[src/mmuPkg.sv]
package mmuPkg;

  // Section translation uses the top 12 address bits as the tag
  localparam int SectionTagBits = 12;

  // TLB depth when the top level does not override it
  localparam int DefaultTlbSize = 8;

  // Descriptor field positions
  localparam int DescTypeMsb   = 1;
  localparam int DescTypeLsb   = 0;
  localparam int DescDomainMsb = 8;
  localparam int DescDomainLsb = 5;
  localparam int DescApMsb     = 11;
  localparam int DescApLsb     = 10;
  localparam int DescBaseMsb   = 31;
  localparam int DescBaseLsb   = 20;

  // Type field of a valid section descriptor
  localparam logic [1:0] DescTypeSection = 2'b10;

  // Fault status codes, low nibble of the fault status register
  typedef enum logic [3:0] {
    noFault                 = 4'b0000,
    alignFault              = 4'b0001,
    sectionTranslationFault = 4'b0101,
    sectionDomainFault      = 4'b1001,
    sectionPermissionFault  = 4'b1101
  } faultCode;

  // AP bits of a section descriptor
  typedef enum logic [1:0] {
    apNone     = 2'b00,
    apSupOnly  = 2'b01,
    apUserRead = 2'b10,
    apFull     = 2'b11
  } accessPerm;

  // Two bits per domain in the domain access register
  typedef enum logic [1:0] {
    noAccess = 2'b00,
    client   = 2'b01,
    reserved = 2'b10,
    manager  = 2'b11
  } domainMode;

  // One cached section translation
  typedef struct packed {
    logic [SectionTagBits-1:0] virtTag;
    logic [SectionTagBits-1:0] physBase;
    logic [3:0]                domain;
    accessPerm                 ap;
  } tlbEntry;

endpackage

[src/memBusIf.sv]
`timescale 1ns/100ps

// One requester port of the shared memory bus
interface memBusIf;

  logic [31:0] addr;
  logic [31:0] wdata;
  // Read data, valid in the cycle that ready is high
  logic [31:0] rdata;
  // Level request, held with its signals until ready
  logic        req;
  logic        write;
  // Transfer completes in a cycle with ready high
  logic        ready;

  // Walker or CPU access side
  modport requester (
    output addr, wdata, req, write,
    input  rdata, ready
  );

  // Arbiter side
  modport arbiter (
    input  addr, wdata, req, write,
    output rdata, ready
  );

endinterface

[src/tlb.sv]
`timescale 1ns/100ps

module tlb import mmuPkg::*; #(
  parameter int TlbSize = DefaultTlbSize
) (
  input  logic                      clk,
  input  logic                      rst,
  input  logic                      enable,
  input  logic                      cpuReq,
  input  logic                      flush,
  input  logic                      refill,
  input  logic [SectionTagBits-1:0] virtTag,
  input  tlbEntry                   refillEntry,
  output logic                      hit,
  output logic                      miss,
  output tlbEntry                   hitEntry
);

  localparam int PtrBits = $clog2(TlbSize);

  // Entry storage, only the valid bits are reset
  tlbEntry                entries [TlbSize];
  logic [TlbSize-1:0]     valid;
  logic [TlbSize-1:0]     match;
  logic [PtrBits-1:0]     fillPtr;
  logic                   anyMatch;
  logic                   lookup;

  // A lookup only counts while translating a CPU request
  assign lookup = cpuReq & enable;

  // Parallel tag compare against every valid entry
  always_comb begin
    for (int i = 0; i < TlbSize; i++) begin
      match[i] = valid[i] & (entries[i].virtTag == virtTag);
    end
  end

  assign anyMatch = |match;
  assign hit      = lookup & anyMatch;
  assign miss     = lookup & ~anyMatch;

  // Tags are unique, so at most one entry matches
  always_comb begin
    hitEntry = '0;
    for (int i = 0; i < TlbSize; i++) begin
      if (match[i]) begin
        hitEntry = entries[i];
      end
    end
  end

  // Valid bits and round-robin victim pointer
  always_ff @(posedge clk) begin
    if (rst) begin
      valid   <= '0;
      fillPtr <= '0;
    end else if (flush) begin
      // Flush wins over a refill in the same cycle
      valid <= '0;
    end else if (refill) begin
      valid[fillPtr] <= 1'b1;
      if (fillPtr == PtrBits'(TlbSize - 1)) begin
        fillPtr <= '0;
      end else begin
        fillPtr <= fillPtr + 1'b1;
      end
    end
  end

  // Entry payload written at the victim slot
  always_ff @(posedge clk) begin
    if (refill) begin
      entries[fillPtr] <= refillEntry;
    end
  end

endmodule

[src/tableWalker.sv]
`timescale 1ns/100ps

module tableWalker import mmuPkg::*; (
  input  logic                      clk,
  input  logic                      rst,
  input  logic                      miss,
  input  logic [SectionTagBits-1:0] virtTag,
  input  logic [17:0]               tableBase,
  memBusIf.requester                walkBus,
  output logic                      refill,
  output logic                      walkFault,
  output tlbEntry                   refillEntry
);

  typedef enum logic {
    idle  = 1'b0,
    fetch = 1'b1
  } walkState;

  walkState                  state;
  // Tag of the section being walked
  logic [SectionTagBits-1:0] tagQ;
  logic [31:0]               desc;
  logic                      done;
  logic                      isSection;
  logic                      sameAccess;

  // Walk FSM
  always_ff @(posedge clk) begin
    if (rst) begin
      state <= idle;
    end else begin
      case (state)
        idle: begin
          if (miss) begin
            state <= fetch;
          end
        end
        fetch: begin
          // Request held until the bus answers
          if (walkBus.ready) begin
            state <= idle;
          end
        end
        default: state <= idle;
      endcase
    end
  end

  // Tag capture on the miss
  always_ff @(posedge clk) begin
    if (state == idle && miss) begin
      tagQ <= virtTag;
    end
  end

  // Descriptor address is the table base indexed by the tag, word aligned
  assign walkBus.addr  = {tableBase, tagQ, 2'b00};
  assign walkBus.wdata = '0;
  assign walkBus.write = 1'b0;
  assign walkBus.req   = (state == fetch);

  assign desc      = walkBus.rdata;
  assign done      = (state == fetch) & walkBus.ready;
  assign isSection = (desc[DescTypeMsb:DescTypeLsb] == DescTypeSection);

  // The CPU may have moved on after an earlier abort
  assign sameAccess = miss & (virtTag == tagQ);

  // Decode the fetched descriptor
  assign refill    = done & isSection;
  assign walkFault = done & ~isSection & sameAccess;

  always_comb begin
    refillEntry.virtTag  = tagQ;
    refillEntry.physBase = desc[DescBaseMsb:DescBaseLsb];
    refillEntry.domain   = desc[DescDomainMsb:DescDomainLsb];
    refillEntry.ap       = accessPerm'(desc[DescApMsb:DescApLsb]);
  end

endmodule

[src/accessCheck.sv]
`timescale 1ns/100ps

module accessCheck import mmuPkg::*; (
  input  logic        clk,
  input  logic        rst,
  input  logic        enable,
  input  logic        alignCheck,
  input  logic        cpuReq,
  input  logic        cpuWrite,
  input  logic        wordAccess,
  input  logic        supMode,
  input  logic        dataAccess,
  input  logic        hit,
  input  logic        walkFault,
  input  logic [31:0] cpuAddr,
  input  logic [31:0] cpuWData,
  input  logic [31:0] dacr,
  input  tlbEntry     hitEntry,
  memBusIf.requester  cpuBus,
  output logic [31:0] cpuRData,
  output logic        cpuReady,
  output logic        dataAbort,
  output logic        prefetchAbort,
  output logic [7:0]  faultStatus,
  output logic [31:0] faultAddr
);

  faultCode    code;
  domainMode   domMode;
  logic [3:0]  faultDomain;
  logic        alignErr;
  logic        permErr;
  logic        faultNow;
  logic        accessOk;
  logic [7:0]  statusQ;
  logic [31:0] addrQ;

  // Two DACR bits per domain
  assign domMode  = domainMode'(dacr[{hitEntry.domain, 1'b0} +: 2]);
  assign alignErr = alignCheck & wordAccess & (cpuAddr[1:0] != 2'b00);

  // Client domains obey the AP bits
  always_comb begin
    case (hitEntry.ap)
      apNone:     permErr = 1'b1;
      apSupOnly:  permErr = ~supMode;
      apUserRead: permErr = ~supMode & cpuWrite;
      default:    permErr = 1'b0;
    endcase
  end

  // Fault priority, alignment first even ahead of a miss
  always_comb begin
    code        = noFault;
    faultDomain = 4'd0;
    if (alignErr) begin
      code = alignFault;
    end else if (walkFault) begin
      code = sectionTranslationFault;
    end else if (hit) begin
      faultDomain = hitEntry.domain;
      if (domMode == noAccess || domMode == reserved) begin
        code = sectionDomainFault;
      end else if (domMode == client && permErr) begin
        code = sectionPermissionFault;
      end
    end
  end

  assign faultNow = cpuReq & enable & (code != noFault);
  assign accessOk = cpuReq & hit & (code == noFault);

  // Bypass passes the CPU access straight through
  assign cpuBus.req   = enable ? accessOk : cpuReq;
  assign cpuBus.addr  = enable ? {hitEntry.physBase, cpuAddr[19:0]} : cpuAddr;
  assign cpuBus.write = cpuWrite;
  assign cpuBus.wdata = cpuWData;
  assign cpuRData     = cpuBus.rdata;

  // A fault completes the access without a bus transfer
  assign cpuReady      = faultNow | (cpuBus.req & cpuBus.ready);
  assign dataAbort     = faultNow & dataAccess;
  assign prefetchAbort = faultNow & ~dataAccess;

  // New status shows in the abort cycle, registers hold it afterwards
  assign faultStatus = faultNow ? {faultDomain, code} : statusQ;
  assign faultAddr   = faultNow ? cpuAddr : addrQ;

  always_ff @(posedge clk) begin
    if (rst) begin
      statusQ <= {4'd0, noFault};
    end else if (faultNow) begin
      statusQ <= {faultDomain, code};
    end
  end

  always_ff @(posedge clk) begin
    if (faultNow) begin
      addrQ <= cpuAddr;
    end
  end

endmodule

[src/busArbiter.sv]
`timescale 1ns/100ps

module busArbiter (
  input  logic        clk,
  input  logic        rst,
  memBusIf.arbiter    walkBus,
  memBusIf.arbiter    cpuBus,
  input  logic [31:0] memRData,
  input  logic        memReady,
  output logic [31:0] memAddr,
  output logic [31:0] memWData,
  output logic        memReq,
  output logic        memWrite
);

  // Transfer open and its owner
  logic busy;
  logic ownerWalk;
  logic selWalk;

  // Walker at fixed priority when the bus is free
  assign selWalk = busy ? ownerWalk : walkBus.req;

  // Grant is locked from request until ready
  always_ff @(posedge clk) begin
    if (rst) begin
      busy      <= 1'b0;
      ownerWalk <= 1'b0;
    end else if (memReq && !memReady) begin
      busy      <= 1'b1;
      ownerWalk <= selWalk;
    end else if (memReady) begin
      busy <= 1'b0;
    end
  end

  // Granted side drives the bus
  always_comb begin
    if (selWalk) begin
      memAddr  = walkBus.addr;
      memWData = walkBus.wdata;
      memReq   = walkBus.req;
      memWrite = walkBus.write;
    end else begin
      memAddr  = cpuBus.addr;
      memWData = cpuBus.wdata;
      memReq   = cpuBus.req;
      memWrite = cpuBus.write;
    end
  end

  // Response only to the granted side
  assign walkBus.ready = selWalk & memReady;
  assign cpuBus.ready  = ~selWalk & memReady;
  assign walkBus.rdata = selWalk ? memRData : '0;
  assign cpuBus.rdata  = selWalk ? '0 : memRData;

endmodule

[src/mmu.sv]
`timescale 1ns/100ps

module mmu import mmuPkg::*; #(
  parameter int TlbSize = DefaultTlbSize
) (
  input  logic        clk,
  input  logic        rst,
  // Bit 0 enables translation, bit 1 the alignment check
  input  logic [31:0] control,
  input  logic [17:0] tableBase,
  input  logic [31:0] dacr,
  input  logic        tlbFlush,
  // CPU side
  input  logic        cpuReq,
  input  logic        cpuWrite,
  input  logic        wordAccess,
  input  logic        supMode,
  input  logic        dataAccess,
  input  logic [31:0] cpuAddr,
  input  logic [31:0] cpuWData,
  output logic [31:0] cpuRData,
  output logic        cpuReady,
  output logic        dataAbort,
  output logic        prefetchAbort,
  output logic [7:0]  faultStatus,
  output logic [31:0] faultAddr,
  // Shared memory bus
  output logic [31:0] memAddr,
  output logic [31:0] memWData,
  output logic        memReq,
  output logic        memWrite,
  input  logic [31:0] memRData,
  input  logic        memReady
);

  logic    enable;
  logic    alignCheck;
  logic    hit;
  logic    miss;
  logic    refill;
  logic    walkFault;
  tlbEntry hitEntry;
  tlbEntry refillEntry;

  memBusIf walkBus ();
  memBusIf cpuBus ();

  assign enable     = control[0];
  assign alignCheck = control[1];

  tlb #(.TlbSize(TlbSize)) tlbInst (
    .clk(clk), .rst(rst), .enable(enable), .cpuReq(cpuReq), .flush(tlbFlush),
    .refill(refill), .virtTag(cpuAddr[31:32-SectionTagBits]),
    .refillEntry(refillEntry), .hit(hit), .miss(miss), .hitEntry(hitEntry)
  );

  tableWalker walker (
    .clk(clk), .rst(rst), .miss(miss), .virtTag(cpuAddr[31:32-SectionTagBits]),
    .tableBase(tableBase), .walkBus(walkBus.requester), .refill(refill),
    .walkFault(walkFault), .refillEntry(refillEntry)
  );

  accessCheck check (
    .clk(clk), .rst(rst), .enable(enable), .alignCheck(alignCheck), .cpuReq(cpuReq),
    .cpuWrite(cpuWrite), .wordAccess(wordAccess), .supMode(supMode),
    .dataAccess(dataAccess), .hit(hit), .walkFault(walkFault), .cpuAddr(cpuAddr),
    .cpuWData(cpuWData), .dacr(dacr), .hitEntry(hitEntry), .cpuBus(cpuBus.requester),
    .cpuRData(cpuRData), .cpuReady(cpuReady), .dataAbort(dataAbort),
    .prefetchAbort(prefetchAbort), .faultStatus(faultStatus), .faultAddr(faultAddr)
  );

  // Walker outranks the CPU on the shared bus
  busArbiter arbiter (
    .clk(clk), .rst(rst), .walkBus(walkBus.arbiter), .cpuBus(cpuBus.arbiter),
    .memRData(memRData), .memReady(memReady), .memAddr(memAddr),
    .memWData(memWData), .memReq(memReq), .memWrite(memWrite)
  );

endmodule

[config.mk]
export PLATFORM = sky130hd
export DESIGN_NAME = mmu
export DESIGN_NICKNAME = d
export VERILOG_FILES = /design/src/mmuPkg.sv /design/src/memBusIf.sv /design/src/tlb.sv /design/src/tableWalker.sv /design/src/accessCheck.sv /design/src/busArbiter.sv /design/src/mmu.sv
export SDC_FILE = /design/constraint.sdc
export NUM_CORES = 1
export LEC_CHECK = 0
export ABC_CLOCK_PERIOD_IN_PS = 5000
export BUFFER_PORTS_ARGS = -buffer_cell sky130_fd_sc_hd__clkbuf_2
export CAP_MARGIN = 25
export CELL_PAD_IN_SITES_DETAIL_PLACEMENT = 1
export CELL_PAD_IN_SITES_GLOBAL_PLACEMENT = 1
export CORE_UTILIZATION = 44
export DETAILED_ROUTE_END_ITERATION = 12
export HOLD_SLACK_MARGIN = 0.12
export PLACE_DENSITY = 0.84
export SYNTH_ARGS = -nofsm -noshare
export SYNTH_HDL_FRONTEND = slang
export SYNTH_HIERARCHICAL = 1
export SYNTH_SLANG_ARGS = --single-unit
[constraint.sdc]
create_clock -name clk -period 5 [get_ports clk]
set_clock_uncertainty 0.05 [all_clocks]
set_input_delay 0.25 -clock clk [delete_from_list [all_inputs] [get_ports clk]]
set_output_delay 0.25 -clock clk [all_outputs]
set_load 0.03 [all_outputs]
==> metrics.csv <==
stage,metric,value,unit
outcome,outcome,"complete, but fails checks",
outcome,violations,negative setup slack,
critical_path,cp-startpoint,tlbInst/entries[2][18],
timing,drv_slew,0,
detailed_routing,wl,49900,µm
timing,fmax,184,MHz
timing,fin_crit_sh,1.09,
power_and_ir_drop,p_leak,7.11,nW
min_path,hold_depth,2,
global_route,grt-ovfl-total,0,
run,cap_violations,0,
clocking,htreeDepth,2,
clocking,cts_inserted_buffers,34,
floorplan,dieArea,35100,µm²
detailed_routing,first_pass_iters,5,
min_path,worstHoldPathType,in2reg,
critical_path,crit_path_max_fanout,6,
logic_synthesis,avgSynthCellArea,13.0,µm²
timing,timing.hold.ws,155,ps
final_layout,seq_area,8650,µm²
timing,hold_violations,0,
clocking,clock_path_buffers,3,
detailed_routing,vias_per_cell,5.67,
timing,rsz0062_at_grt,yes,
critical_path,cp.arrival,5130,ps
clocking,cts_tree,built,
floorplan,die_w,187,µm
min_path,hp-start,memRData[21],
critical_path,end_kind,primary output,
floorplan,io_pins,328,
floorplan,dieHeight,187,µm
place,hpwl,29500,µm
power_and_ir_drop,p_int,0.00454,W
critical_path,cp-endpoint,faultAddr[2],
detailed_routing,post-route-drc-count,0,
critical_path,crit_type,reg2out,
floorplan,num_rows,67,
place,place_congestion,0.811,
critical_path,r2r_start,tlbInst/entries[6][19],
logic_synthesis,synth_warnings,6,
detailed_routing,drt_iter0_drc,1020,
final_layout,syn2layout_area_growth,20.6,%
critical_path,reg2reg_depth,17,
critical_path,cp-start-kind,register,
logic_synthesis,synth_area,15100,µm²
final_layout,instances_no_fill,1865,
floorplan,start_util,0.449,
place,io_buffers,297,
final_layout,postLayoutCoreUtil,0.542,
detailed_routing,wl_per_cell,26.7,µm
power_and_ir_drop,switching_share,0.270,
detailed_routing,drtAntennaViolNets,0,
final_layout,num_antenna_cells,0,
final_layout,num-nets-final,1581,
timing,max-slew-margin-rel,0.257,
timing,setup_violations,44,
global_route,grt_pass1_vias,11170,
clocking,insertion_delay,520,ps
power_and_ir_drop,pwr-share-seq,0.462,
final_layout,multi_input_area,5210,µm²
timing,worstMarginPinSlew,1110,ps
power_and_ir_drop,peakVddDrop,0.224,mV
global_route,grt_use_total,0.267,
clocking,cts.sinks,306,
critical_path,rr_endpoint,arbiter/ownerWalk,
critical_path,r2r_slack,170,ps
global_route,grt_start_max_net_pins,63,
timing,postLayoutSetupSlackWorst,-430,ps
power_and_ir_drop,switching_power,0.00168,W
clocking,cts-root-buf,clkbuf_16,
final_layout,drive_gt1_frac,0.400,
logic_synthesis,syn_inst,1161,
place,dp.cells,1766,
power_and_ir_drop,combPwrFrac,0.168,
clocking,cts.clk_slew.worst_paths,60,ps
timing,period_needed,5430,ps
global_route,antenna_found_initial,1,
final_layout,nFillCells,3420,
floorplan,core-area,33700,µm²
detailed_routing,dr_total_vias,10573,
critical_path,critPathRequiredTime,4700,ps
global_route,grt_pass1_wl,69800,µm
power_and_ir_drop,power_density,341,nW/µm²
power_and_ir_drop,clockPowerShare,0.370,
## stage by stage
step                      TNS (ps)  setup WS (ps)  power (W)  cell area [µm²]
after floorplan                  0            396    0.00356            15300
after global placement           0           59.7    0.00373            16300
after detailed placement     -9680           -307    0.00376            16300
after CTS                   -11830           -320    0.00613            18000
after global routing        -20090           -532    0.00636            18300
final                       -15540           -430    0.00622            18300
## critical path, cell delays in order, from the launching register on
cell and delay (ps):
edfxtp_1 390, xor2_1 160, nor4_2 340, nor4b_4 270, buf_6 170, and3b_2 260, a221oi_2 290, o221ai_1 170
a22o_1 290, buf_12 160, mux4_2 430, a22o_4 300, or3_4 390, o31ai_4 90, o21ai_4 100, buf_12 170
clkbuf_16 160, mux2_2 320, buf_8 160
## final cells by class
| cell class | count | share of cell area |
|---|---|---|
| Clock buffer | 45 | 0.0494 |
| Clock inverter | 16 | 0.00542 |
| Inverter | 12 | 0.00247 |
| Multi-Input combinational cell | 641 | 0.285 |
| Tap cell | 448 | 0.0307 |
| Timing Repair Buffer | 397 | 0.153 |
| Sequential cell | 306 | 0.474 |
## routing by layer
| layer | up-vias | wire (µm) | global-route usage |
|---|---|---|---|
| met3 | 168 | 3820 | 0.0441 |
| li1 | 4455 | - | - |
| met5 | - | 0 | 0 |
| met1 | 5297 | 18100 | 0.309 |
| met2 | 653 | 25600 | 0.479 |
| met4 | 0 | 2280 | 0.129 |
## worst min path at each step
stage	to	slack [ps]
floorplan	check/statusQ[0]	270
global placement	tlbInst/valid[1]	390
detailed placement	check/addrQ[24]	410
CTS	tlbInst/entries[7][7]	150
global route	tlbInst/entries[4][8]	170
finish	tlbInst/entries[7][7]	150
## state kept, by name, summed over array words and instances (netlist names)
register,count
tlbInst/entries,240
check/addrQ,32
walker/tagQ,12
check/statusQ,8
tlbInst/valid,8
tlbInst/fillPtr,3
arbiter/busy,1
arbiter/ownerWalk,1
walker/walkBus.req,1
## power by group through the flow
stage	clock network (W)	registers [W]	logic, W
final	0.00230	0.00287	0.00105
after CTS	0.00230	0.00286	0.000962
after floorplan	0	0.00289	0.000670
after global placement	0	0.00291	0.000821
after detailed placement	0	0.00292	0.000847
after global routing	0.00241	0.00288	0.00108
## layout by cell type, fill, tap and decap left out, drive strengths merged, types with 3 or more instances in the layout
cell type	n
clkinv	12
mux2i	15
nand2b	7
a22o	20
a21oi	23
a221oi	18
nor2b	26
xnor2	80
edfxtp	252
o21a	8
o221ai	19
o21ai	23
nand4	18
conb	35
nor4	12
mux2	109
a21boi	3
nand2	19
clkbuf	308
and2	37
inv	14
dlygate4sd3	24
nor3	7
dfxtp	54
buf	110
xor2	28
nand3	9
a21o	18
mux4	7
nor2	77
## timing repair
item / CTS / global route
hold endpoints to repair: 29 / 0
endpoints found under the setup margin: 44 / 45
gates cloned: 0 / 2
resized for setup: 98 / 79
pin swaps: 10 / 12
hold buffers: 25 / 0
setup buffers: 7 / 8
(Power assumes the default switching activity.)
